--- src/rtl/mips_pkg.sv ---
package mips_pkg;

    // ----------------------------------------
    // Widths
    // ----------------------------------------
    localparam int XLEN       = 32;
    localparam int REG_ADDR_W = 5;

    typedef logic [XLEN-1:0]       word_t;
    typedef logic [REG_ADDR_W-1:0] reg_addr_t;
    typedef logic [5:0]            opcode_t;
    typedef logic [5:0]            funct_t;
    typedef logic [2:0]            alu_op_t;
    typedef logic [1:0]            fwd_sel_t;

    // ----------------------------------------
    // Instruction encodings
    // ----------------------------------------
    localparam opcode_t OP_RTYPE = 6'h00;
    localparam opcode_t OP_ADDI  = 6'h08;
    localparam opcode_t OP_LW    = 6'h23;
    localparam opcode_t OP_SW    = 6'h2b;
    localparam opcode_t OP_BEQ   = 6'h04;

    localparam funct_t FN_ADD = 6'h20;
    localparam funct_t FN_SUB = 6'h22;
    localparam funct_t FN_AND = 6'h24;
    localparam funct_t FN_OR  = 6'h25;
    localparam funct_t FN_SLT = 6'h2a;

    // ALU operations
    localparam alu_op_t ALU_ADD = 3'd0;
    localparam alu_op_t ALU_SUB = 3'd1;
    localparam alu_op_t ALU_AND = 3'd2;
    localparam alu_op_t ALU_OR  = 3'd3;
    localparam alu_op_t ALU_SLT = 3'd4;

    // Operand sources for the execute stage
    localparam fwd_sel_t FWD_REG = 2'd0;
    localparam fwd_sel_t FWD_MEM = 2'd1;
    localparam fwd_sel_t FWD_WB  = 2'd2;

    // ----------------------------------------
    // Pipeline registers
    // ----------------------------------------
    typedef struct packed {
        logic    reg_write;
        logic    mem_to_reg;
        logic    mem_read;
        logic    mem_write;
        logic    branch;
        logic    alu_src;
        alu_op_t alu_op;
    } ctrl_t;

    typedef struct packed {
        logic  valid;
        word_t pc;
        word_t instr;
    } if_id_t;

    typedef struct packed {
        ctrl_t     ctrl;
        word_t     pc;
        word_t     rs_data;
        word_t     rt_data;
        word_t     imm;
        reg_addr_t rs;
        reg_addr_t rt;
        reg_addr_t dest;
    } id_ex_t;

    typedef struct packed {
        ctrl_t     ctrl;
        word_t     branch_target;
        logic      zero;
        word_t     alu_result;
        word_t     store_data;
        reg_addr_t dest;
    } ex_mem_t;

    typedef struct packed {
        logic      reg_write;
        logic      mem_to_reg;
        word_t     read_data;
        word_t     alu_result;
        reg_addr_t dest;
    } mem_wb_t;

endpackage

--- src/rtl/reg_file.sv ---
module reg_file (
    input  logic                i_clk,
    input  logic                i_rst,
    input  logic                i_we,
    input  mips_pkg::reg_addr_t i_waddr,
    input  mips_pkg::word_t     i_wdata,
    input  mips_pkg::reg_addr_t i_raddr_a,
    input  mips_pkg::reg_addr_t i_raddr_b,
    output mips_pkg::word_t     o_rdata_a,
    output mips_pkg::word_t     o_rdata_b
);

    mips_pkg::word_t regs [32];
    logic            wr_live;

    // Register zero is never written and stays at its reset value
    assign wr_live = i_we && (i_waddr != '0);

    always_ff @(posedge i_clk) begin
        if (!i_rst) begin
            for (int i = 0; i < 32; i++) begin
                regs[i] <= '0;
            end
        end else if (wr_live) begin
            regs[i_waddr] <= i_wdata;
        end
    end

    // Write-through so decode sees the writeback of the same cycle
    assign o_rdata_a = (wr_live && i_waddr == i_raddr_a) ? i_wdata : regs[i_raddr_a];
    assign o_rdata_b = (wr_live && i_waddr == i_raddr_b) ? i_wdata : regs[i_raddr_b];

endmodule

--- config.mk ---
export PLATFORM = sky130hd
export DESIGN_NAME = reg_file
export DESIGN_NICKNAME = d
export VERILOG_FILES = /design/src/rtl/mips_pkg.sv /design/src/rtl/reg_file.sv
export SDC_FILE = /design/constraint.sdc
export NUM_CORES = 2
export LEC_CHECK = 0
export ABC_AREA = 1
export BUFFER_PORTS_ARGS = -buffer_cell sky130_fd_sc_hd__buf_2
export CAP_MARGIN = 20
export CELL_PAD_IN_SITES_DETAIL_PLACEMENT = 0
export CELL_PAD_IN_SITES_GLOBAL_PLACEMENT = 1
export CORE_MARGIN = 2
export CORE_UTILIZATION = 45
export CTS_CLUSTER_DIAMETER = 150
export DETAILED_ROUTE_END_ITERATION = 8
export PLACE_DENSITY_LB_ADDON = 0.12
export SLEW_MARGIN = 20
export SYNTH_ARGS = -nofsm -noshare
export SYNTH_HDL_FRONTEND = slang
export SYNTH_SLANG_ARGS = --single-unit
--- constraint.sdc ---
create_clock -name i_clk -period 4.4 [get_ports i_clk]
set_clock_uncertainty 0.1 [all_clocks]
set_input_delay 1.1 -clock i_clk [delete_from_list [all_inputs] [get_ports i_clk]]
set_output_delay 1.1 -clock i_clk [all_outputs]
set_load 0.005 [all_outputs]
Yosys cells after proc, flatten, opt, wreduce, memory -nomap -nowiden
Memory sizes are Yosys's and may differ from the RTL's.
Cells that the tools add are included.
Operators by class
  multiplexer cells: 9
  equal/unequal tests: 2
  reduce and logical (&&, ||, !) cells: 5
Operators by type and width (count)
  $mux W32: 3
  $reduce_or A32 Y1: 1
  $eq A5 B5 Y1: 2
  $mux W1: 5
  $mux W5: 1
  $reduce_bool A5 Y1: 1
  $logic_and A1 B1 Y1: 3
Word-level totals
  output and inout port bits: 64
  word-level logic and storage cells: 17
  memory bits (writable): 1024
  flip-flop bits (word level): 0
  memories kept: 1
Memory list
  regs: depth 32, width 32, rd ports 2, clocked after memory_dff 0, wr ports 32, line reg_file.sv:13  | mips_pkg::word_t regs [32];

Logic depth before layout (Yosys ltp)
  depth in word-level cells: 7
  mapped depth: 11

Least setup slack after synthesis
OpenSTA, ideal clock, no wires.
  kind: input port to flip-flop
  start point: input i_rst
  end point: memory regs[13][0] in the netlist's numbering, enable pin
  arrival time: 3018 ps
  stages on the path: 7
  required time: 3822 ps
  library setup time: 478 ps
  slack: 804 ps
  cells stage by stage: inv_1 nor2_1 nand3_1 inv_2 nand2_1 buf_2 nand2_1
RTL lines
  from (decl): line reg_file.sv:3  | input logic i_rst,
  to (decl): line reg_file.sv:13

Worst setup path in the final report
  start point: input i_raddr_b[0]
  end point: output o_rdata_b[5]
On the way
  word-level cells in the longest chain between the ends: 3
  elaborated cells on any way between the ends: 4
  those cells by class: 1 x eq/ne; 1 x mux; 1 x reduce/logical; 1 x memory
Ends and longest elaborated chain
  from (decl): line reg_file.sv:8  | input mips_pkg::reg_addr_t i_raddr_b,
  branches (longest 2 deep; another with $mem_v2 Z32 W32)
  $mux W32 (*): line reg_file.sv:31  | assign o_rdata_b = (wr_live && i_waddr == i_raddr_b) ? i_wdata : regs[i_raddr_b];
  to (decl): line reg_file.sv:10  | output mips_pkg::word_t o_rdata_b
Mark *: on every way between the ends.

==> key figures <==
STA
  – Worst Tran Pin Value: between 1000 and 1500 ps
  – Setup TNS: 0 ps
  – Final count of hold timing violations: 0
  – Final Max Tran Viols: 0
  – RSZ-0062 raised after global routing: no
  – Max_slew headroom: between 20% and 30%
  – Setup-failing EPs final: 0
  – Max Clk Rate: 0.238 GHz
  – Tmin final: between 4000 and 5000 ps
  – Fin crit share: between 90% and 100%

Drt
  – Post-Route WL: about 250 mm
  – Vias per inst: about 6
  – # DRC: 0
  – Iter 0 DRT Violations: a little over 8k
  – Vias post-DR: around 54k
  – WL per Instance: approximately 28 um
  – Routed Antenna Nets: 0
  – DRT Pass-1 Iters: 6

Pwr
  – Maximum vdd drop: around 0.33 mV
  – Total Power: roughly 24 mW
  – P_sw: about 7.1 mW
  – Combinational fraction of design power: approximately 15%
  – Switch share: 29.0%
  – Cell internal pwr: about 17 mW
  – Clock power share: between 30 and 40%
  – Flop pwr share: 47.3%
  – Pwr dens: approximately 380 nW/um^2
  – Leak: about 27 nW

Placement
  – Final HPWL from detailed placement: between 100 and 150 mm
  – RePlAce Congestion: between 0.8 and 0.9
  – IO buf count: roughly 110

Cells and area
  – Biggest regs: regs x1024
  – Most frequent cells in the layout: 2,683 x nand2_1, 1,739 x nand3_1, 1,024 x edfxtp_1, 993 x nor2_1, 192 x buf_4
  – Largest Register: regs
  – Most common cell after layout, fill and taps aside: nand2_1
  – Area of the multi-input gates: 23,100 um^2
  – FILL cells: ~12k
  – Area occupied by registers: 30,700 um^2
  – Max reg flops: 1,024
  – Nets: 7,216
  – Area growth from synthesis to final layout: 13.0%
  – Share of cells above drive strength 1: between 8 and 9%

Synthesis
  – Sequential cell area fraction in the yosys report: between 50% and 60%
  – Largest cells by area after synthesis: edfxtp_1 54%, nand2_1 18%, nand3_1 15%
  – Yosys top cell by area: edfxtp_1
  – Post-Syn Instances: 7,252
  – YS warnings: 0
  – Syn Area/Cell: 7.80 um^2
  – Yosys top cell area share: between 50% and 60%
  – Number of synthesized register bits: 1,024
  – Distinct cells, synth: 16
  – Netlist area before placement: roughly 57,000 um^2

Worst setup path
  – Critical path data required time: around 3200 ps
  – Crit path max fanout: between 40 and 50
  – Critical path class: in2out
  – Worst Setup EP: o_rdata_b[5]
  – CP endpoint kind: output pin
  – Crit path DAT: around 3000 ps
  – Crit path launch: i_raddr_b[0]
  – Startpoint types: input pin

Flow run
  – Max Cap Viol: 0

Floorplanning
  – Core area: roughly 130,000 um^2
  – Die X-Extent: between 300 and 400 um
  – Die Ht: roughly 360 um
  – Die area: between 100,000 and 150,000 um^2
  – # rows: 130
  – Starting density of the core: a little under half
  – Io pins: roughly 110

Global route
  – Vias in the first global route: between 50k and 60k
  – GRT Residual Overflow: 0
  – First-pass GRT wire length: between 300 and 400 mm
  – Antenna violations before repair: 7
  – Pin count of the biggest net entering global routing: ~100
  – GRT Total Usage: 38.3%

Min path
  – Class of the worst hold path: in2reg

CTS
  – CTS max path bufs: 3
  – Clock slew at reported path FFs: 60 ps
  – TritonCTS Buffers: 117
  – Resized cells post-CTS: 0
  – H-tree levels: 3
  – TritonCTS clock tree: yes
  – Clock Root Buffer: clkbuf_16
  – Hold buffers post-CTS: 0
  – Setup Fix Bufs, Post-CTS: 0
  – Clk sinks: about 1.0k

Status
  – Outcome: completed
==> metal layers <==
layer | GRT usage, % | wire length (um) | up-vias
li1 | - | - | 23800
met1 | 50.5 | 94900 | 25900
met2 | 59.0 | 111000 | 3802
met3 | 8.56 | 30100 | 773
met4 | 20.4 | 14200 | 14
met5 | 0 | 89 | -
==> cell usage after synthesis, drive strengths merged <==
master and number:
nand2 2747, nand3 1739, edfxtp 1024, nor2 993, clkbuf 409, buf 233
inv 86, nor3 9, xor2 4, a21oi 2, nand4 2, o211ai 2
conb 1, o21ai 1
==> worst max-delay path, stage by stage <==
cell	delay, ps
buf_8	130
inv_8	170
buf_12	270
nand2_1	80
nand3_1	90
nand3_1	90
nand2_1	190
nand2_1	90
nand3_1	260
nand3_1	230
nand2_1	140
buf_2	130
==> worst min-delay path by stage <==
stage	startpoint	end	depth (start not counted)	slack, ps
after floorplan	i_wdata[31]	regs[1][31]	2	1240
after global placement	i_wdata[7]	regs[3][7]	3	1520
after detailed placement	i_wdata[7]	regs[3][7]	3	1530
after CTS	i_wdata[7]	regs[2][7]	3	740
after global routing	i_wdata[7]	regs[2][7]	3	800
final	i_wdata[7]	regs[2][7]	3	770
==> metrics by stage <==
| stage | setup slack [ps] | area, um^2 | std cells | utilization, % | hold slack, ps |
|---|---|---|---|---|---|
| 3_3_place_gp | 244 | 60400 | 8696 | 48.2 | 1520 |
| 4_1_cts | 255 | 63900 | 8915 | 51.0 | 735 |
| 5_1_grt | 113 | 63900 | 8916 | 51.0 | 798 |
| 2_1_floorplan | 804 | 56700 | 7283 | - | 1240 |
| 3_5_place_dp | 259 | 60400 | 8696 | 48.2 | 1530 |
| 6_report | 190 | 63900 | 8917 | 51.0 | 769 |
==> logic make-up after synthesis <==
family                    synth area share, %
other                                 0.00663
DFF                                      54.3
and+or+nand+nor                          40.3
xor gates and xnor gates               0.0619
buffers and inverters                    5.25
AOI/OAI and AO/OA                      0.0530
==> cell type report <==
class	count	area share [%]
Sequential cell	1024	48.1
Multi-Input combinational cell	5531	36.2
Timing Repair Buffer	406	6.42
Clock buffer	151	4.88
Tap cell	1650	3.23
Clock inverter	68	0.575
Inverter	86	0.572
Antenna cell	1	0.00391
==> power by group through the flow <==
stage                     logic [mW]  registers [mW]  clock network [mW]
after CTS                       3.58            11.5                9.26
after floorplan                 1.97            11.7                   0
after global routing            3.90            11.6                9.62
final                           3.67            11.6                9.22
after global placement          3.56            11.7                   0
after detailed placement        3.57            11.7                   0
Note: power is estimated with default switching activity, not from simulation.
