**src/rtl/mips_pkg.sv**
```systemverilog
package mips_pkg;

    // ----------------------------------------
    // Widths
    // ----------------------------------------
    localparam int XLEN       = 32;
    localparam int REG_ADDR_W = 5;

    typedef logic [XLEN-1:0]       word_t;
    typedef logic [REG_ADDR_W-1:0] reg_addr_t;
    typedef logic [5:0]            opcode_t;
    typedef logic [5:0]            funct_t;
    typedef logic [2:0]            alu_op_t;
    typedef logic [1:0]            fwd_sel_t;

    // ----------------------------------------
    // Instruction encodings
    // ----------------------------------------
    localparam opcode_t OP_RTYPE = 6'h00;
    localparam opcode_t OP_ADDI  = 6'h08;
    localparam opcode_t OP_LW    = 6'h23;
    localparam opcode_t OP_SW    = 6'h2b;
    localparam opcode_t OP_BEQ   = 6'h04;

    localparam funct_t FN_ADD = 6'h20;
    localparam funct_t FN_SUB = 6'h22;
    localparam funct_t FN_AND = 6'h24;
    localparam funct_t FN_OR  = 6'h25;
    localparam funct_t FN_SLT = 6'h2a;

    // ALU operations
    localparam alu_op_t ALU_ADD = 3'd0;
    localparam alu_op_t ALU_SUB = 3'd1;
    localparam alu_op_t ALU_AND = 3'd2;
    localparam alu_op_t ALU_OR  = 3'd3;
    localparam alu_op_t ALU_SLT = 3'd4;

    // Operand sources for the execute stage
    localparam fwd_sel_t FWD_REG = 2'd0;
    localparam fwd_sel_t FWD_MEM = 2'd1;
    localparam fwd_sel_t FWD_WB  = 2'd2;

    // ----------------------------------------
    // Pipeline registers
    // ----------------------------------------
    typedef struct packed {
        logic    reg_write;
        logic    mem_to_reg;
        logic    mem_read;
        logic    mem_write;
        logic    branch;
        logic    alu_src;
        alu_op_t alu_op;
    } ctrl_t;

    typedef struct packed {
        logic  valid;
        word_t pc;
        word_t instr;
    } if_id_t;

    typedef struct packed {
        ctrl_t     ctrl;
        word_t     pc;
        word_t     rs_data;
        word_t     rt_data;
        word_t     imm;
        reg_addr_t rs;
        reg_addr_t rt;
        reg_addr_t dest;
    } id_ex_t;

    typedef struct packed {
        ctrl_t     ctrl;
        word_t     branch_target;
        logic      zero;
        word_t     alu_result;
        word_t     store_data;
        reg_addr_t dest;
    } ex_mem_t;

    typedef struct packed {
        logic      reg_write;
        logic      mem_to_reg;
        word_t     read_data;
        word_t     alu_result;
        reg_addr_t dest;
    } mem_wb_t;

endpackage

```
**src/rtl/pipe_control.sv**
```systemverilog
module pipe_control (
    input  mips_pkg::if_id_t   i_if_id,
    input  mips_pkg::id_ex_t   i_id_ex,
    input  mips_pkg::ex_mem_t  i_ex_mem,
    input  mips_pkg::mem_wb_t  i_mem_wb,
    output mips_pkg::ctrl_t    o_ctrl,
    output mips_pkg::word_t    o_imm,
    output mips_pkg::reg_addr_t o_rs,
    output mips_pkg::reg_addr_t o_rt,
    output mips_pkg::reg_addr_t o_dest,
    output mips_pkg::fwd_sel_t o_fwd_a,
    output mips_pkg::fwd_sel_t o_fwd_b,
    output logic               o_pc_src,
    output logic               o_flush
);

    mips_pkg::opcode_t   opcode;
    mips_pkg::funct_t    funct;
    mips_pkg::reg_addr_t rd;

    // Forwarding source for one operand, memory stage first
    function automatic mips_pkg::fwd_sel_t pick_fwd(
        input mips_pkg::reg_addr_t src,
        input logic                mem_we,
        input mips_pkg::reg_addr_t mem_dest,
        input logic                wb_we,
        input mips_pkg::reg_addr_t wb_dest
    );
        if (src == '0) begin
            return mips_pkg::FWD_REG;
        end
        if (mem_we && mem_dest == src) begin
            return mips_pkg::FWD_MEM;
        end
        if (wb_we && wb_dest == src) begin
            return mips_pkg::FWD_WB;
        end
        return mips_pkg::FWD_REG;
    endfunction

    // ----------------------------------------
    // Instruction fields
    // ----------------------------------------
    assign opcode = i_if_id.instr[31:26];
    assign o_rs   = i_if_id.instr[25:21];
    assign o_rt   = i_if_id.instr[20:16];
    assign rd     = i_if_id.instr[15:11];
    assign funct  = i_if_id.instr[5:0];
    assign o_imm  = {{16{i_if_id.instr[15]}}, i_if_id.instr[15:0]};

    // R-type writes rd, everything else targets rt
    assign o_dest = (opcode == mips_pkg::OP_RTYPE) ? rd : o_rt;

    // ----------------------------------------
    // Decoder
    // ----------------------------------------
    always_comb begin
        o_ctrl = '0;
        if (i_if_id.valid) begin
            case (opcode)
                mips_pkg::OP_RTYPE: begin
                    o_ctrl.reg_write = 1'b1;
                    case (funct)
                        mips_pkg::FN_ADD: o_ctrl.alu_op = mips_pkg::ALU_ADD;
                        mips_pkg::FN_SUB: o_ctrl.alu_op = mips_pkg::ALU_SUB;
                        mips_pkg::FN_AND: o_ctrl.alu_op = mips_pkg::ALU_AND;
                        mips_pkg::FN_OR:  o_ctrl.alu_op = mips_pkg::ALU_OR;
                        mips_pkg::FN_SLT: o_ctrl.alu_op = mips_pkg::ALU_SLT;
                        default:          o_ctrl.reg_write = 1'b0;
                    endcase
                end
                mips_pkg::OP_ADDI: begin
                    o_ctrl.reg_write = 1'b1;
                    o_ctrl.alu_src   = 1'b1;
                    o_ctrl.alu_op    = mips_pkg::ALU_ADD;
                end
                mips_pkg::OP_LW: begin
                    o_ctrl.reg_write  = 1'b1;
                    o_ctrl.mem_to_reg = 1'b1;
                    o_ctrl.mem_read   = 1'b1;
                    o_ctrl.alu_src    = 1'b1;
                    o_ctrl.alu_op     = mips_pkg::ALU_ADD;
                end
                mips_pkg::OP_SW: begin
                    o_ctrl.mem_write = 1'b1;
                    o_ctrl.alu_src   = 1'b1;
                    o_ctrl.alu_op    = mips_pkg::ALU_ADD;
                end
                mips_pkg::OP_BEQ: begin
                    o_ctrl.branch = 1'b1;
                    o_ctrl.alu_op = mips_pkg::ALU_SUB;
                end
                default: o_ctrl = '0;
            endcase
        end
    end

    // ----------------------------------------
    // Forwarding and branch redirect
    // ----------------------------------------
    assign o_fwd_a = pick_fwd(i_id_ex.rs, i_ex_mem.ctrl.reg_write, i_ex_mem.dest,
                              i_mem_wb.reg_write, i_mem_wb.dest);
    assign o_fwd_b = pick_fwd(i_id_ex.rt, i_ex_mem.ctrl.reg_write, i_ex_mem.dest,
                              i_mem_wb.reg_write, i_mem_wb.dest);

    // BEQ resolves in the memory stage
    assign o_pc_src = i_ex_mem.ctrl.branch && i_ex_mem.zero;
    assign o_flush  = o_pc_src;

endmodule

```
**config.mk**
```make
export PLATFORM = sky130hd
export DESIGN_NAME = pipe_control
export DESIGN_NICKNAME = d
export VERILOG_FILES = /design/src/rtl/mips_pkg.sv /design/src/rtl/pipe_control.sv
export SDC_FILE = /design/constraint.sdc
export NUM_CORES = 1
export LEC_CHECK = 0
export BUFFER_PORTS_ARGS = -buffer_cell sky130_fd_sc_hd__buf_4
export CORE_AREA = 2 2 180 182
export DETAILED_ROUTE_END_ITERATION = 12
export DIE_AREA = 0 0 182 184
export GPL_TIMING_DRIVEN = 1
export SLEW_MARGIN = 10
export SYNTH_ARGS = -nofsm -noshare
export SYNTH_HDL_FRONTEND = slang
export SYNTH_SLANG_ARGS = --single-unit
```
**constraint.sdc**
```tcl
create_clock -name vclk -period 2.26
set_input_delay 0.339 -clock vclk [all_inputs]
set_output_delay 0.339 -clock vclk [all_outputs]
set_load 0.02 [all_outputs]
```
---- Word-level counts from Yosys, hierarchy flattened ----
Cells that the tools add are included.
word-level totals
  bits of input ports ..................... 399
  output and inout bits ................... 62
  word-level logic and storage cells ...... 58
  flip-flop bits (word level) ............. 0
cells by class
  multiplexer cells ....................... 34
  eq/ne operators ......................... 13
  reductions and logical operators ........ 11
operator list
  operator            number
  $eq 6x6->1 const B  7
  $mux 2              13
  $eq 5x5->1          4
  $mux 1              16
  $pmux 3 s4          1
  $logic_not 5->1     2
  $mux 9              1
  $eq 6x3->1 const B  1
  $eq 6x4->1 const B  1
  $logic_not 6->1     1
  $pmux 3 s2          1
  $logic_and 1x1->1   5
  $mux 5              1
  $reduce_or 5->1     1
  $reduce_or 3->1     1
  $pmux 1 s2          1
  $reduce_or 2->1     1

---- Logic depth before layout (Yosys ltp) ----
  depth in word-level cells ............... 9
  gate-level depth with buffers ........... 5
  depth with buffers taken out ............ 4

---- Least setup slack after synthesis ----
No wires, ideal clock.
  kind .................................... input port to output port
  start ................................... in i_if_id[26] (netlist bit)
  end ..................................... out o_dest[0]
  path buffers ............................ 0
  cell stages on the path ................. 4
  data required time ...................... 1.921 ns
  data arrival time ....................... 1.576 ns
  setup slack ............................. 0.345 ns
  cell sequence ........................... or3_4 or3_4 nor2_8 mux2_4
on the way
  longest elaborated chain between the ends .. 2
RTL lines
  element          RTL line            RTL
  start, declared  pipe_control.sv:2   input mips_pkg::if_id_t i_if_id,
  $logic_not 6->1  pipe_control.sv:52  assign o_dest = (opcode == mips_pkg::OP_RTYPE) ? rd : o_rt;
  $mux 5           pipe_control.sv:52
  end, declared    pipe_control.sv:10  output mips_pkg::reg_addr_t o_dest,
No other way between the ends.

---- Worst setup path in the final report ----
  start ................................... in i_if_id[26] (netlist bit)
  end ..................................... out o_dest[3]
The elaborated chain is that of the path after synthesis.

==> results.txt <==
Hold wc startpoint - i_if_id[24]
Top Ports - 461
First-pass GRT wire length - 6161 µm
Full die area - 33,490 µm²
Crit end category - primary output
Worst path max stage delay - 400 ps
Congestion Overflow GR - 0
Pin count of the biggest net entering global routing - 19
Post-CTS setup buffer count - 0
GR Util met2 - 0.04153
Static Leak - 0.6898 nW
Gpl congestion - 0.6157
Core Rows - 65
Pins Over Slew Limit - 0
FFs & Latches - 0
Placed cells - 571
Placed cell area - 1790 µm²
Syn-to-layout area delta - 106.9%
Seq. cell area - 0 µm²
Clock buffer count - 0
Post-CTS Hold Buffers - 0
Antenna viol nets, final - 0
Layout cells sized above 1 - 0.6391
Vias in the first global route - 883
Drt drc - 0
Die H - 184 µm
FILL cells - 3,742
Core Box Area - 31,390 µm²
Max stage delay cell, worst path - or3_4
Synthesized instance count - 114
Worst Hold Path Cells - 0
Final setup TNS - 0 ps
Final setup viols - 0
Post-synth top area share - 0.3777
Crit start category - primary input
Mean Syn Cell Area - 7.672 µm²
Fmax - 449.3 MHz
Met3 GRT Util - 0.0001981
Initial antenna violation count - 1
Top cells by area, synth - buf_4 38%, xnor2_1 12%, mux2_4 8.6%
Gr busiest metal - met2
Hold worst-path end - o_rs[3]
Total power - 0.0002731 W
Area of the multi-input gates - 540.5 µm²
Initial Util - 0.02786
Tightest Hold Check Type - primary input to primary output
Vias - 934
Fin. Hold Viols - 0
CP max FO - 5
Die X - 182 µm
Yosys top cell by area - buf_4
Fin area - 1809 µm²
Total GRT Usage - 0.02511
Final min period - 2226 ps
Final std cells w/o fill - 571
GRT met1 Usage - 0.03821
Netlist Area Pre-Place - 874.6 µm²
Fin crit share - 0.9848
Critical Path RT - 1920 ps
Layout Nets - 570
Synth warn - 0
WL final - 4647 µm
Antenna Cells - 0
Slew @ Worst Pin - 248.6 ps
RSZ-0062 raised after global routing - no
Max-cap viol count - 0
Port Buf Inserts - 99
Unique masters post-synth - 27
Maximum vdd ir drop - 0.04489 mV
Critical path arrival - 1890 ps
Pre-Repair DR Iteration Count - 4
Most used cell, CP - or3_4
Vias per cell - 1.636
Post-CTS resize count - 0
Crit path cell chain - buf_4 > or3_4 > or3_4 > nor2_8 > mux2_4 > buf_6
DR iter-0 viols - 17
Post-Syn Nets - 513
Power density over cell area - 150.9 nW/µm²
Slew HR - 0.8327
Worst Setup Path Type - primary input to primary output
Seq/Total Area, Yosys - 0
Status - finished, final reports clean
Post-DR wirelength/cell - 8.138 µm
## cell usage after synthesis, drive strengths merged
cell type,count
nor2b,5
buf,44
xnor2,12
inv,1
or2,1
mux2,5
nor2,10
nor4,2
and2,1
o21ai,1
o32ai,1
or3,2
nand4b,2
nand2b,2
xor2,8
nor3,1
and4,2
nor3b,1
and3b,1
a31oi,1
nand4,2
and3,1
nand3,3
a21oi,1
o21bai,2
or4,2
## how the worst max path moves through the flow
stage	depth (start not counted)	end	from
floorplan	4	o_dest[0]	i_if_id[26]
global placement	6	o_dest[3]	i_if_id[26]
detailed placement	6	o_dest[3]	i_if_id[26]
CTS	6	o_dest[3]	i_if_id[26]
global route	6	o_dest[3]	i_if_id[26]
finish	6	o_dest[3]	i_if_id[26]
## area by class of cell
class              instances  share of cell area
repair buffers            99              0.4212
multi-input cells         69              0.2988
well taps                402              0.2780
inverters                  1            0.002075
## critical path, delay by kind of cell
family	cells	cell delay (ps)
buffers and inverters	2	240
multiplexers	1	330
AND/OR/NAND/NOR	3	970
## power by group
group	total, W	internal [W]	switching (W)
clock network	0	0	0
registers	0	0	0
logic	0.000273	0.000141	0.000132
## layer usage
| layer | share of wire | vias to the layer above |
|---|---|---|
| met5 | 0 | - |
| li1 | - | 452 |
| met1 | 0.49 | 431 |
| met3 | 0.045 | 4 |
| met4 | 0.0028 | 0 |
| met2 | 0.46 | 47 |
## cell families after synthesis
kind of cell    share of synthesized area
simple gates                       0.2861
buf+inv                            0.3820
compound gates                    0.04577
xor+xnor                           0.2003
mux                               0.08583
## through the flow
stage               hold WS [ps]     util  setup slack [ps]
floorplan                  765.1        -             345.4
global placement           678.1  0.05703             14.92
CTS                        678.1  0.05703             15.52
global route               678.0  0.05763             7.815
finish                     678.0  0.05763             34.45
detailed placement         678.1  0.05703             15.92
## cells in the final DEF, fill, tap and decap left out, types with 2 or more instances in the layout
cell type	synthesis	routed
nor2b_1	5	5
nor4_1	2	2
o21bai_1	2	2
nand3_1	3	3
or4_1	2	2
nand4b_1	2	2
nor2_1	9	9
buf_4	44	94
xnor2_1	12	12
mux2_4	5	5
xor2_1	8	8
nand4_1	2	2
and4_1	2	2
buf_6	0	5
nand2b_1	2	2
or3_4	2	2
(Power assumes the default switching activity.)
