`src/rtl/mips_pkg.sv`:
```
package mips_pkg;

    // ----------------------------------------
    // Widths
    // ----------------------------------------
    localparam int XLEN       = 32;
    localparam int REG_ADDR_W = 5;

    typedef logic [XLEN-1:0]       word_t;
    typedef logic [REG_ADDR_W-1:0] reg_addr_t;
    typedef logic [5:0]            opcode_t;
    typedef logic [5:0]            funct_t;
    typedef logic [2:0]            alu_op_t;
    typedef logic [1:0]            fwd_sel_t;

    // ----------------------------------------
    // Instruction encodings
    // ----------------------------------------
    localparam opcode_t OP_RTYPE = 6'h00;
    localparam opcode_t OP_ADDI  = 6'h08;
    localparam opcode_t OP_LW    = 6'h23;
    localparam opcode_t OP_SW    = 6'h2b;
    localparam opcode_t OP_BEQ   = 6'h04;

    localparam funct_t FN_ADD = 6'h20;
    localparam funct_t FN_SUB = 6'h22;
    localparam funct_t FN_AND = 6'h24;
    localparam funct_t FN_OR  = 6'h25;
    localparam funct_t FN_SLT = 6'h2a;

    // ALU operations
    localparam alu_op_t ALU_ADD = 3'd0;
    localparam alu_op_t ALU_SUB = 3'd1;
    localparam alu_op_t ALU_AND = 3'd2;
    localparam alu_op_t ALU_OR  = 3'd3;
    localparam alu_op_t ALU_SLT = 3'd4;

    // Operand sources for the execute stage
    localparam fwd_sel_t FWD_REG = 2'd0;
    localparam fwd_sel_t FWD_MEM = 2'd1;
    localparam fwd_sel_t FWD_WB  = 2'd2;

    // ----------------------------------------
    // Pipeline registers
    // ----------------------------------------
    typedef struct packed {
        logic    reg_write;
        logic    mem_to_reg;
        logic    mem_read;
        logic    mem_write;
        logic    branch;
        logic    alu_src;
        alu_op_t alu_op;
    } ctrl_t;

    typedef struct packed {
        logic  valid;
        word_t pc;
        word_t instr;
    } if_id_t;

    typedef struct packed {
        ctrl_t     ctrl;
        word_t     pc;
        word_t     rs_data;
        word_t     rt_data;
        word_t     imm;
        reg_addr_t rs;
        reg_addr_t rt;
        reg_addr_t dest;
    } id_ex_t;

    typedef struct packed {
        ctrl_t     ctrl;
        word_t     branch_target;
        logic      zero;
        word_t     alu_result;
        word_t     store_data;
        reg_addr_t dest;
    } ex_mem_t;

    typedef struct packed {
        logic      reg_write;
        logic      mem_to_reg;
        word_t     read_data;
        word_t     alu_result;
        reg_addr_t dest;
    } mem_wb_t;

endpackage

```
`src/rtl/alu_execute.sv`:
```
module alu_execute (
    input  mips_pkg::id_ex_t   i_id_ex,
    input  mips_pkg::fwd_sel_t i_fwd_a,
    input  mips_pkg::fwd_sel_t i_fwd_b,
    input  mips_pkg::word_t    i_mem_fwd,
    input  mips_pkg::word_t    i_wb_fwd,
    output mips_pkg::ex_mem_t  o_ex_mem
);

    mips_pkg::word_t op_a;
    mips_pkg::word_t op_b_reg;
    mips_pkg::word_t op_b;
    mips_pkg::word_t result;

    function automatic mips_pkg::word_t select_operand(
        input mips_pkg::fwd_sel_t sel,
        input mips_pkg::word_t    reg_val,
        input mips_pkg::word_t    mem_val,
        input mips_pkg::word_t    wb_val
    );
        case (sel)
            mips_pkg::FWD_MEM: return mem_val;
            mips_pkg::FWD_WB:  return wb_val;
            default:           return reg_val;
        endcase
    endfunction

    // ----------------------------------------
    // Operand selection
    // ----------------------------------------
    assign op_a     = select_operand(i_fwd_a, i_id_ex.rs_data, i_mem_fwd, i_wb_fwd);
    assign op_b_reg = select_operand(i_fwd_b, i_id_ex.rt_data, i_mem_fwd, i_wb_fwd);
    assign op_b     = i_id_ex.ctrl.alu_src ? i_id_ex.imm : op_b_reg;

    // ALU
    always_comb begin
        case (i_id_ex.ctrl.alu_op)
            mips_pkg::ALU_ADD: result = op_a + op_b;
            mips_pkg::ALU_SUB: result = op_a - op_b;
            mips_pkg::ALU_AND: result = op_a & op_b;
            mips_pkg::ALU_OR:  result = op_a | op_b;
            mips_pkg::ALU_SLT: result = {31'd0, $signed(op_a) < $signed(op_b)};
            default:           result = '0;
        endcase
    end

    // ----------------------------------------
    // Next EX/MEM contents
    // ----------------------------------------
    assign o_ex_mem.ctrl          = i_id_ex.ctrl;
    // Word offset relative to the delay slot address
    assign o_ex_mem.branch_target = i_id_ex.pc + 32'd4 + {i_id_ex.imm[29:0], 2'b00};
    assign o_ex_mem.zero          = (result == '0);
    assign o_ex_mem.alu_result    = result;
    assign o_ex_mem.store_data    = op_b_reg;
    assign o_ex_mem.dest          = i_id_ex.dest;

endmodule

```
`config.mk`:
```
export PLATFORM = sky130hd
export DESIGN_NAME = alu_execute
export DESIGN_NICKNAME = d
export VERILOG_FILES = /design/src/rtl/mips_pkg.sv /design/src/rtl/alu_execute.sv
export SDC_FILE = /design/constraint.sdc
export NUM_CORES = 1
export LEC_CHECK = 0
export BUFFER_PORTS_ARGS = -buffer_cell sky130_fd_sc_hd__buf_2
export CORE_ASPECT_RATIO = 1.1
export CORE_MARGIN = 2
export CORE_UTILIZATION = 35
export DETAILED_ROUTE_END_ITERATION = 7
export GPL_TIMING_DRIVEN = 0
export SETUP_SLACK_MARGIN = 0.02
export SYNTH_ARGS = -nofsm -noshare
export SYNTH_HDL_FRONTEND = slang
export SYNTH_SLANG_ARGS = --single-unit
```
`constraint.sdc`:
```
create_clock -name vclk -period 6.5
set_input_delay 0.65 -clock vclk [all_inputs]
set_output_delay 0.65 -clock vclk [all_outputs]
set_load 0.1 [all_outputs]
```
After elaboration in Yosys (flattened, before gate mapping)
Cells that the tools add are included.
{"block": "totals", "word_cells": 21, "regBits": 0, "output_inout_bits": 111}
{"block": "classes", "n_eq_ne": 8, "bitwise_logic": 2, "n_reduce_logical": 2, "magnitude_cmp": 1, "n_mux": 4, "add_sub_neg": 4}
{"operator": "$pmux W32 S5", "count": 1}
{"operator": "$pmux W32 S2", "count": 2}
{"operator": "$add A32 B32 Y32", "count": 2}
{"operator": "$add A32 B3 Y32 const B", "count": 1}
{"operator": "$and A32 B32 Y32", "count": 1}
{"operator": "$logic_not A32 Y1", "count": 1}
{"operator": "$lt A32 B32 Y1", "count": 1}
{"operator": "$mux W32", "count": 1}
{"operator": "$or A32 B32 Y32", "count": 1}
{"operator": "$sub A32 B32 Y32", "count": 1}
{"operator": "$eq A3 B2 Y1 const B", "count": 2}
{"operator": "$eq A2 B1 Y1 const B", "count": 2}
{"operator": "$eq A2 B2 Y1 const B", "count": 2}
{"operator": "$eq A3 B1 Y1 const B", "count": 1}
{"operator": "$eq A3 B3 Y1 const B", "count": 1}
{"operator": "$logic_not A3 Y1", "count": 1}

Depth between registers and ports, before layout
{"block": "logic_depth", "word_depth": 6, "mapped_depth": 21}

Least setup slack after synthesis
OpenSTA, ideal clock, no wires.
{"block": "synth_path", "kind": "input-to-output", "start": "input port i_fwd_b[0]", "end": "output port o_ex_mem[69] (netlist bit)", "cell_stages": 20, "required_ps": 5850, "path_slack_ps": -975, "path_buffers": 2, "arrival_ps": 6825, "cell_sequence": "inv_1 ha_1 clkbuf_1 buf_1 a21oi_1 o21ai_0 ha_1 inv_1 fa_1 nand2b_1 a221oi_1 o311ai_0 a21oi_1 a2111oi_0 xnor2_1 o21ai_1 or4_1 nor4b_1 nand4bb_1 nor3_2"}
{"element": "start: declaration", "line_no": "alu_execute.sv:4", "rtl": "input mips_pkg::fwd_sel_t i_fwd_b,"}
{"element": "end: declaration", "line_no": "alu_execute.sv:7", "rtl": "output mips_pkg::ex_mem_t o_ex_mem"}

==> impl_metrics.prom <==
# TYPE chip_impl_metric gauge
chip_impl_metric{name="area_growth_syn_to_layout",unit="%"} 27.37
chip_impl_metric{name="insertedDiodeCount",unit=""} 0
chip_impl_metric{name="arrival",unit="ns"} 5.66
chip_impl_metric{name="syn_inst",unit=""} 1355
chip_impl_metric{name="netlist.area_leader.share",unit="%"} 24.34
chip_impl_metric{name="placed_area",unit="mm^2"} 0.01067
chip_impl_metric{name="hold_ws",unit="ns"} 1.683
chip_impl_metric{name="vdd_ir_drop_max",unit="uV"} 220.8
chip_impl_info{name="timing.setup.critical_path_class",value="in -> out"} 1
chip_impl_metric{name="via_count_of_the_first_global_routing_pass",unit=""} 11000
chip_impl_metric{name="dp_hpwl",unit="um"} 36030
chip_impl_metric{name="post_cts_hold_buffer_count",unit=""} 0
chip_impl_metric{name="fraction_of_final_layout_cells_sized_beyond_drive_strength_1",unit="%"} 25.87
chip_impl_metric{name="post-route-min-period",unit="ns"} 6.310
chip_impl_info{name="combinational_family_with_the_most_area_after_synthesis",value="compound AO/OA/AOI/OAI gates"} 1
chip_impl_metric{name="wl",unit="um"} 42120
chip_impl_metric{name="globalplace.congestion",unit=""} 0.9701
chip_impl_metric{name="fin_crit_sh",unit="%"} 97.08
chip_impl_info{name="synth.area.top_cells",value="ha_1 24%, a21oi_1 7.5%, inv_1 6.8%"} 1
chip_impl_metric{name="vias",unit=""} 11520
chip_impl_metric{name="grt_pass1_wl",unit="um"} 62580
chip_impl_metric{name="post_synth_mux_area_share",unit="%"} 1.189
chip_impl_metric{name="hold_violation_count_in_the_final_report",unit=""} 0
chip_impl_metric{name="yosys_warnings",unit=""} 0
chip_impl_info{name="highest_delay_cell_along_the_critical_path",value="or4_4"} 1
chip_impl_metric{name="synth_area",unit="mm^2"} 0.008737
chip_impl_metric{name="dp_slack",unit="ns"} -1.780
chip_impl_metric{name="synth_compound_area_share",unit="%"} 38.57
chip_impl_info{name="rsz0062_at_grt",value="false"} 1
chip_impl_metric{name="yosys.cell_types.count",unit=""} 78
chip_impl_metric{name="synth-seq-area-share",unit="%"} 0
chip_impl_info{name="nature_of_the_critical_path_startpoint",value="primary input"} 1
chip_impl_metric{name="worst_hold_path.num_cells",unit=""} 2
chip_impl_metric{name="worst_ep_required_time",unit="ns"} 5.85
chip_impl_metric{name="synthAdderAreaFrac",unit="%"} 25.03
chip_impl_metric{name="avgSynthCellArea",unit="um^2"} 6.448
chip_impl_metric{name="initial_core_util",unit="%"} 35.70
chip_impl_metric{name="slew-limit-headroom",unit="%"} 39.37
chip_impl_metric{name="fin_ws",unit="ns"} 0.1900
chip_impl_metric{name="ios",unit=""} 331
chip_impl_info{name="worst_hold_path_startpoint",value="i_id_ex[112]"} 1
chip_impl_metric{name="setup_viol_count_final",unit=""} 0
chip_impl_metric{name="maxCapViolations",unit=""} 0
chip_impl_metric{name="drt_first_pass_iters",unit=""} 6
chip_impl_metric{name="design.final.nets",unit=""} 2057
chip_impl_info{name="crit_family",value="simple AND/OR/NAND/NOR gates"} 1
chip_impl_info{name="synth.cells.most_frequent",value="170 x ha_1, 158 x inv_1, 131 x a21oi_1"} 1
chip_impl_metric{name="die_span_in_x",unit="um"} 154.6
chip_impl_metric{name="power_density",unit="mW/mm^2"} 209.4
chip_impl_metric{name="fp-row-count",unit=""} 60
chip_impl_metric{name="post_syn_nets",unit=""} 1748
chip_impl_metric{name="avgRoutedWirePerCell",unit="um"} 21.36
chip_impl_metric{name="maximum_single_stage_delay_on_the_critical_path",unit="ns"} 0.54
chip_impl_info{name="worstSetupEndpointType",value="primary output"} 1
chip_impl_metric{name="max_slew.worst_pin.slew",unit="ns"} 0.8999
chip_impl_metric{name="fp.coreArea",unit="mm^2"} 0.02447
chip_impl_metric{name="grt_start_max_net_pins",unit=""} 11
chip_impl_metric{name="tot_gr_track_use",unit="%"} 30.33
chip_impl_info{name="synth.most_common_cell",value="ha_1"} 1
chip_impl_metric{name="post_synth_and_or_nand_nor_area_fraction",unit="%"} 19.20
chip_impl_metric{name="nFlopsAndLatches",unit=""} 0
chip_impl_metric{name="drc_markers",unit=""} 0
chip_impl_metric{name="synthXorXnorAreaFrac",unit="%"} 4.411
chip_impl_metric{name="die-area",unit="mm^2"} 0.02624
chip_impl_metric{name="power.leakage",unit="nW"} 5.659
chip_impl_metric{name="final_area",unit="mm^2"} 0.01113
chip_impl_metric{name="gr-total-overflow",unit=""} 0
chip_impl_metric{name="report.final.slew_viol_count",unit=""} 0
chip_impl_info{name="hold_end",value="o_ex_mem[71]"} 1
chip_impl_metric{name="ff_latch_area",unit="um^2"} 0
chip_impl_metric{name="drt_iter0_markers",unit=""} 962
chip_impl_metric{name="antenna_violations_before_repair",unit=""} 1
chip_impl_info{name="hold_path_class",value="in -> out"} 1
chip_impl_metric{name="worstPathMaxFanout",unit=""} 10
chip_impl_info{name="worstSetupStartpoint",value="i_fwd_b[0]"} 1
chip_impl_metric{name="critPathBufInv",unit=""} 6
chip_impl_info{name="synth_area_leader_cell",value="ha_1"} 1
chip_impl_info{name="critical_path.cell_chain",value="buf_2, inv_1, ha_4, buf_4, nor2_1, a21oi_1, o21ai_1, ha_1, clkbuf_4, nand2_1, o211ai_1, o41ai_4, buf_4, a21oi_1, mux2i_1, xnor2_1, a22o_1, or4_4, nor4b_4, nand4bb_1, nor3_4, buf_12"} 1
chip_impl_info{name="outcome",value="completed"} 1
chip_impl_metric{name="die_height",unit="um"} 169.7
chip_impl_metric{name="clock_buffers",unit=""} 0
chip_impl_metric{name="route.antenna.remaining_nets",unit=""} 0
chip_impl_metric{name="io_buffer_count",unit=""} 307
chip_impl_metric{name="detail_route.vias_per_cell",unit=""} 5.843
chip_impl_metric{name="fmax",unit="GHz"} 0.1585
-- cells by family after synthesis --
kind of cell	Yosys count
fa+ha+maj	173
compound gates	521
xor+xnor	44
buf+inv	251
mux	9
simple gates	357
-- how the worst max path moves through the flow --
| stage | endpoint | depth (start not counted) |
|---|---|---|
| final | o_ex_mem[69] | 22 |
| after global routing | o_ex_mem[69] | 21 |
| after CTS | o_ex_mem[69] | 23 |
| after detailed placement | o_ex_mem[69] | 22 |
| after global placement | o_ex_mem[69] | 22 |
| after floorplan | o_ex_mem[69] | 20 |
-- power by group --
| part | internal (W) | switching (W) |
|---|---|---|
| registers | 0 | 0 |
| clock network | 0 | 0 |
| logic | 0.000596 | 0.00173 |
| total | 0.000596 | 0.00173 |
-- final cells by class --
| type | instances | area [um^2] |
|---|---|---|
| inverter | 160 | 600.6 |
| buffer | 85 | 481.7 |
| tap | 310 | 387.9 |
| fill | 2679 | 13350 |
| timing repair buffer | 313 | 1597 |
| multi-input combinational | 1104 | 8061 |
-- per-layer routing --
metal  part of all wire, %  global-route usage [%]  up-vias
met3                   8.6                   5.337       97
met5                     0                       0        -
li1                      -                       -     5479
met4                   3.9                   9.903        0
met2                    46                   51.59      597
met1                    42                   38.78     5350
-- placed cells by master, fill, tap and decap left out, types with 25 or more instances in the layout --
master and n:
a21oi_1 123, ha_1 164, xnor2_1 35, a22oi_1 64, nor2_1 107, buf_2 309, o21ai_0 91, inv_1 158
buf_4 27, clkbuf_1 34, nand2_1 112, a21o_1 25
-- what timing repair did --
action                                  in CTS  in global routing
endpoints found under the setup margin      15                  2
gates resized for setup                     61                101
buffers inserted                             1                  5
pin swaps                                    2                 11
-- metrics by stage --
stage	instances	utilization, %	power [W]	TNS (ns)
global placement	1972	43.60	0.002203	-5.755
finish	1972	45.47	0.002330	0
CTS	1970	44.22	0.002244	0
floorplan	1355	-	0.001718	-0.2755
global route	1972	45.47	0.002470	0
detailed placement	1972	43.60	0.002206	-6.179
Note: power is estimated with default switching activity, not from simulation.
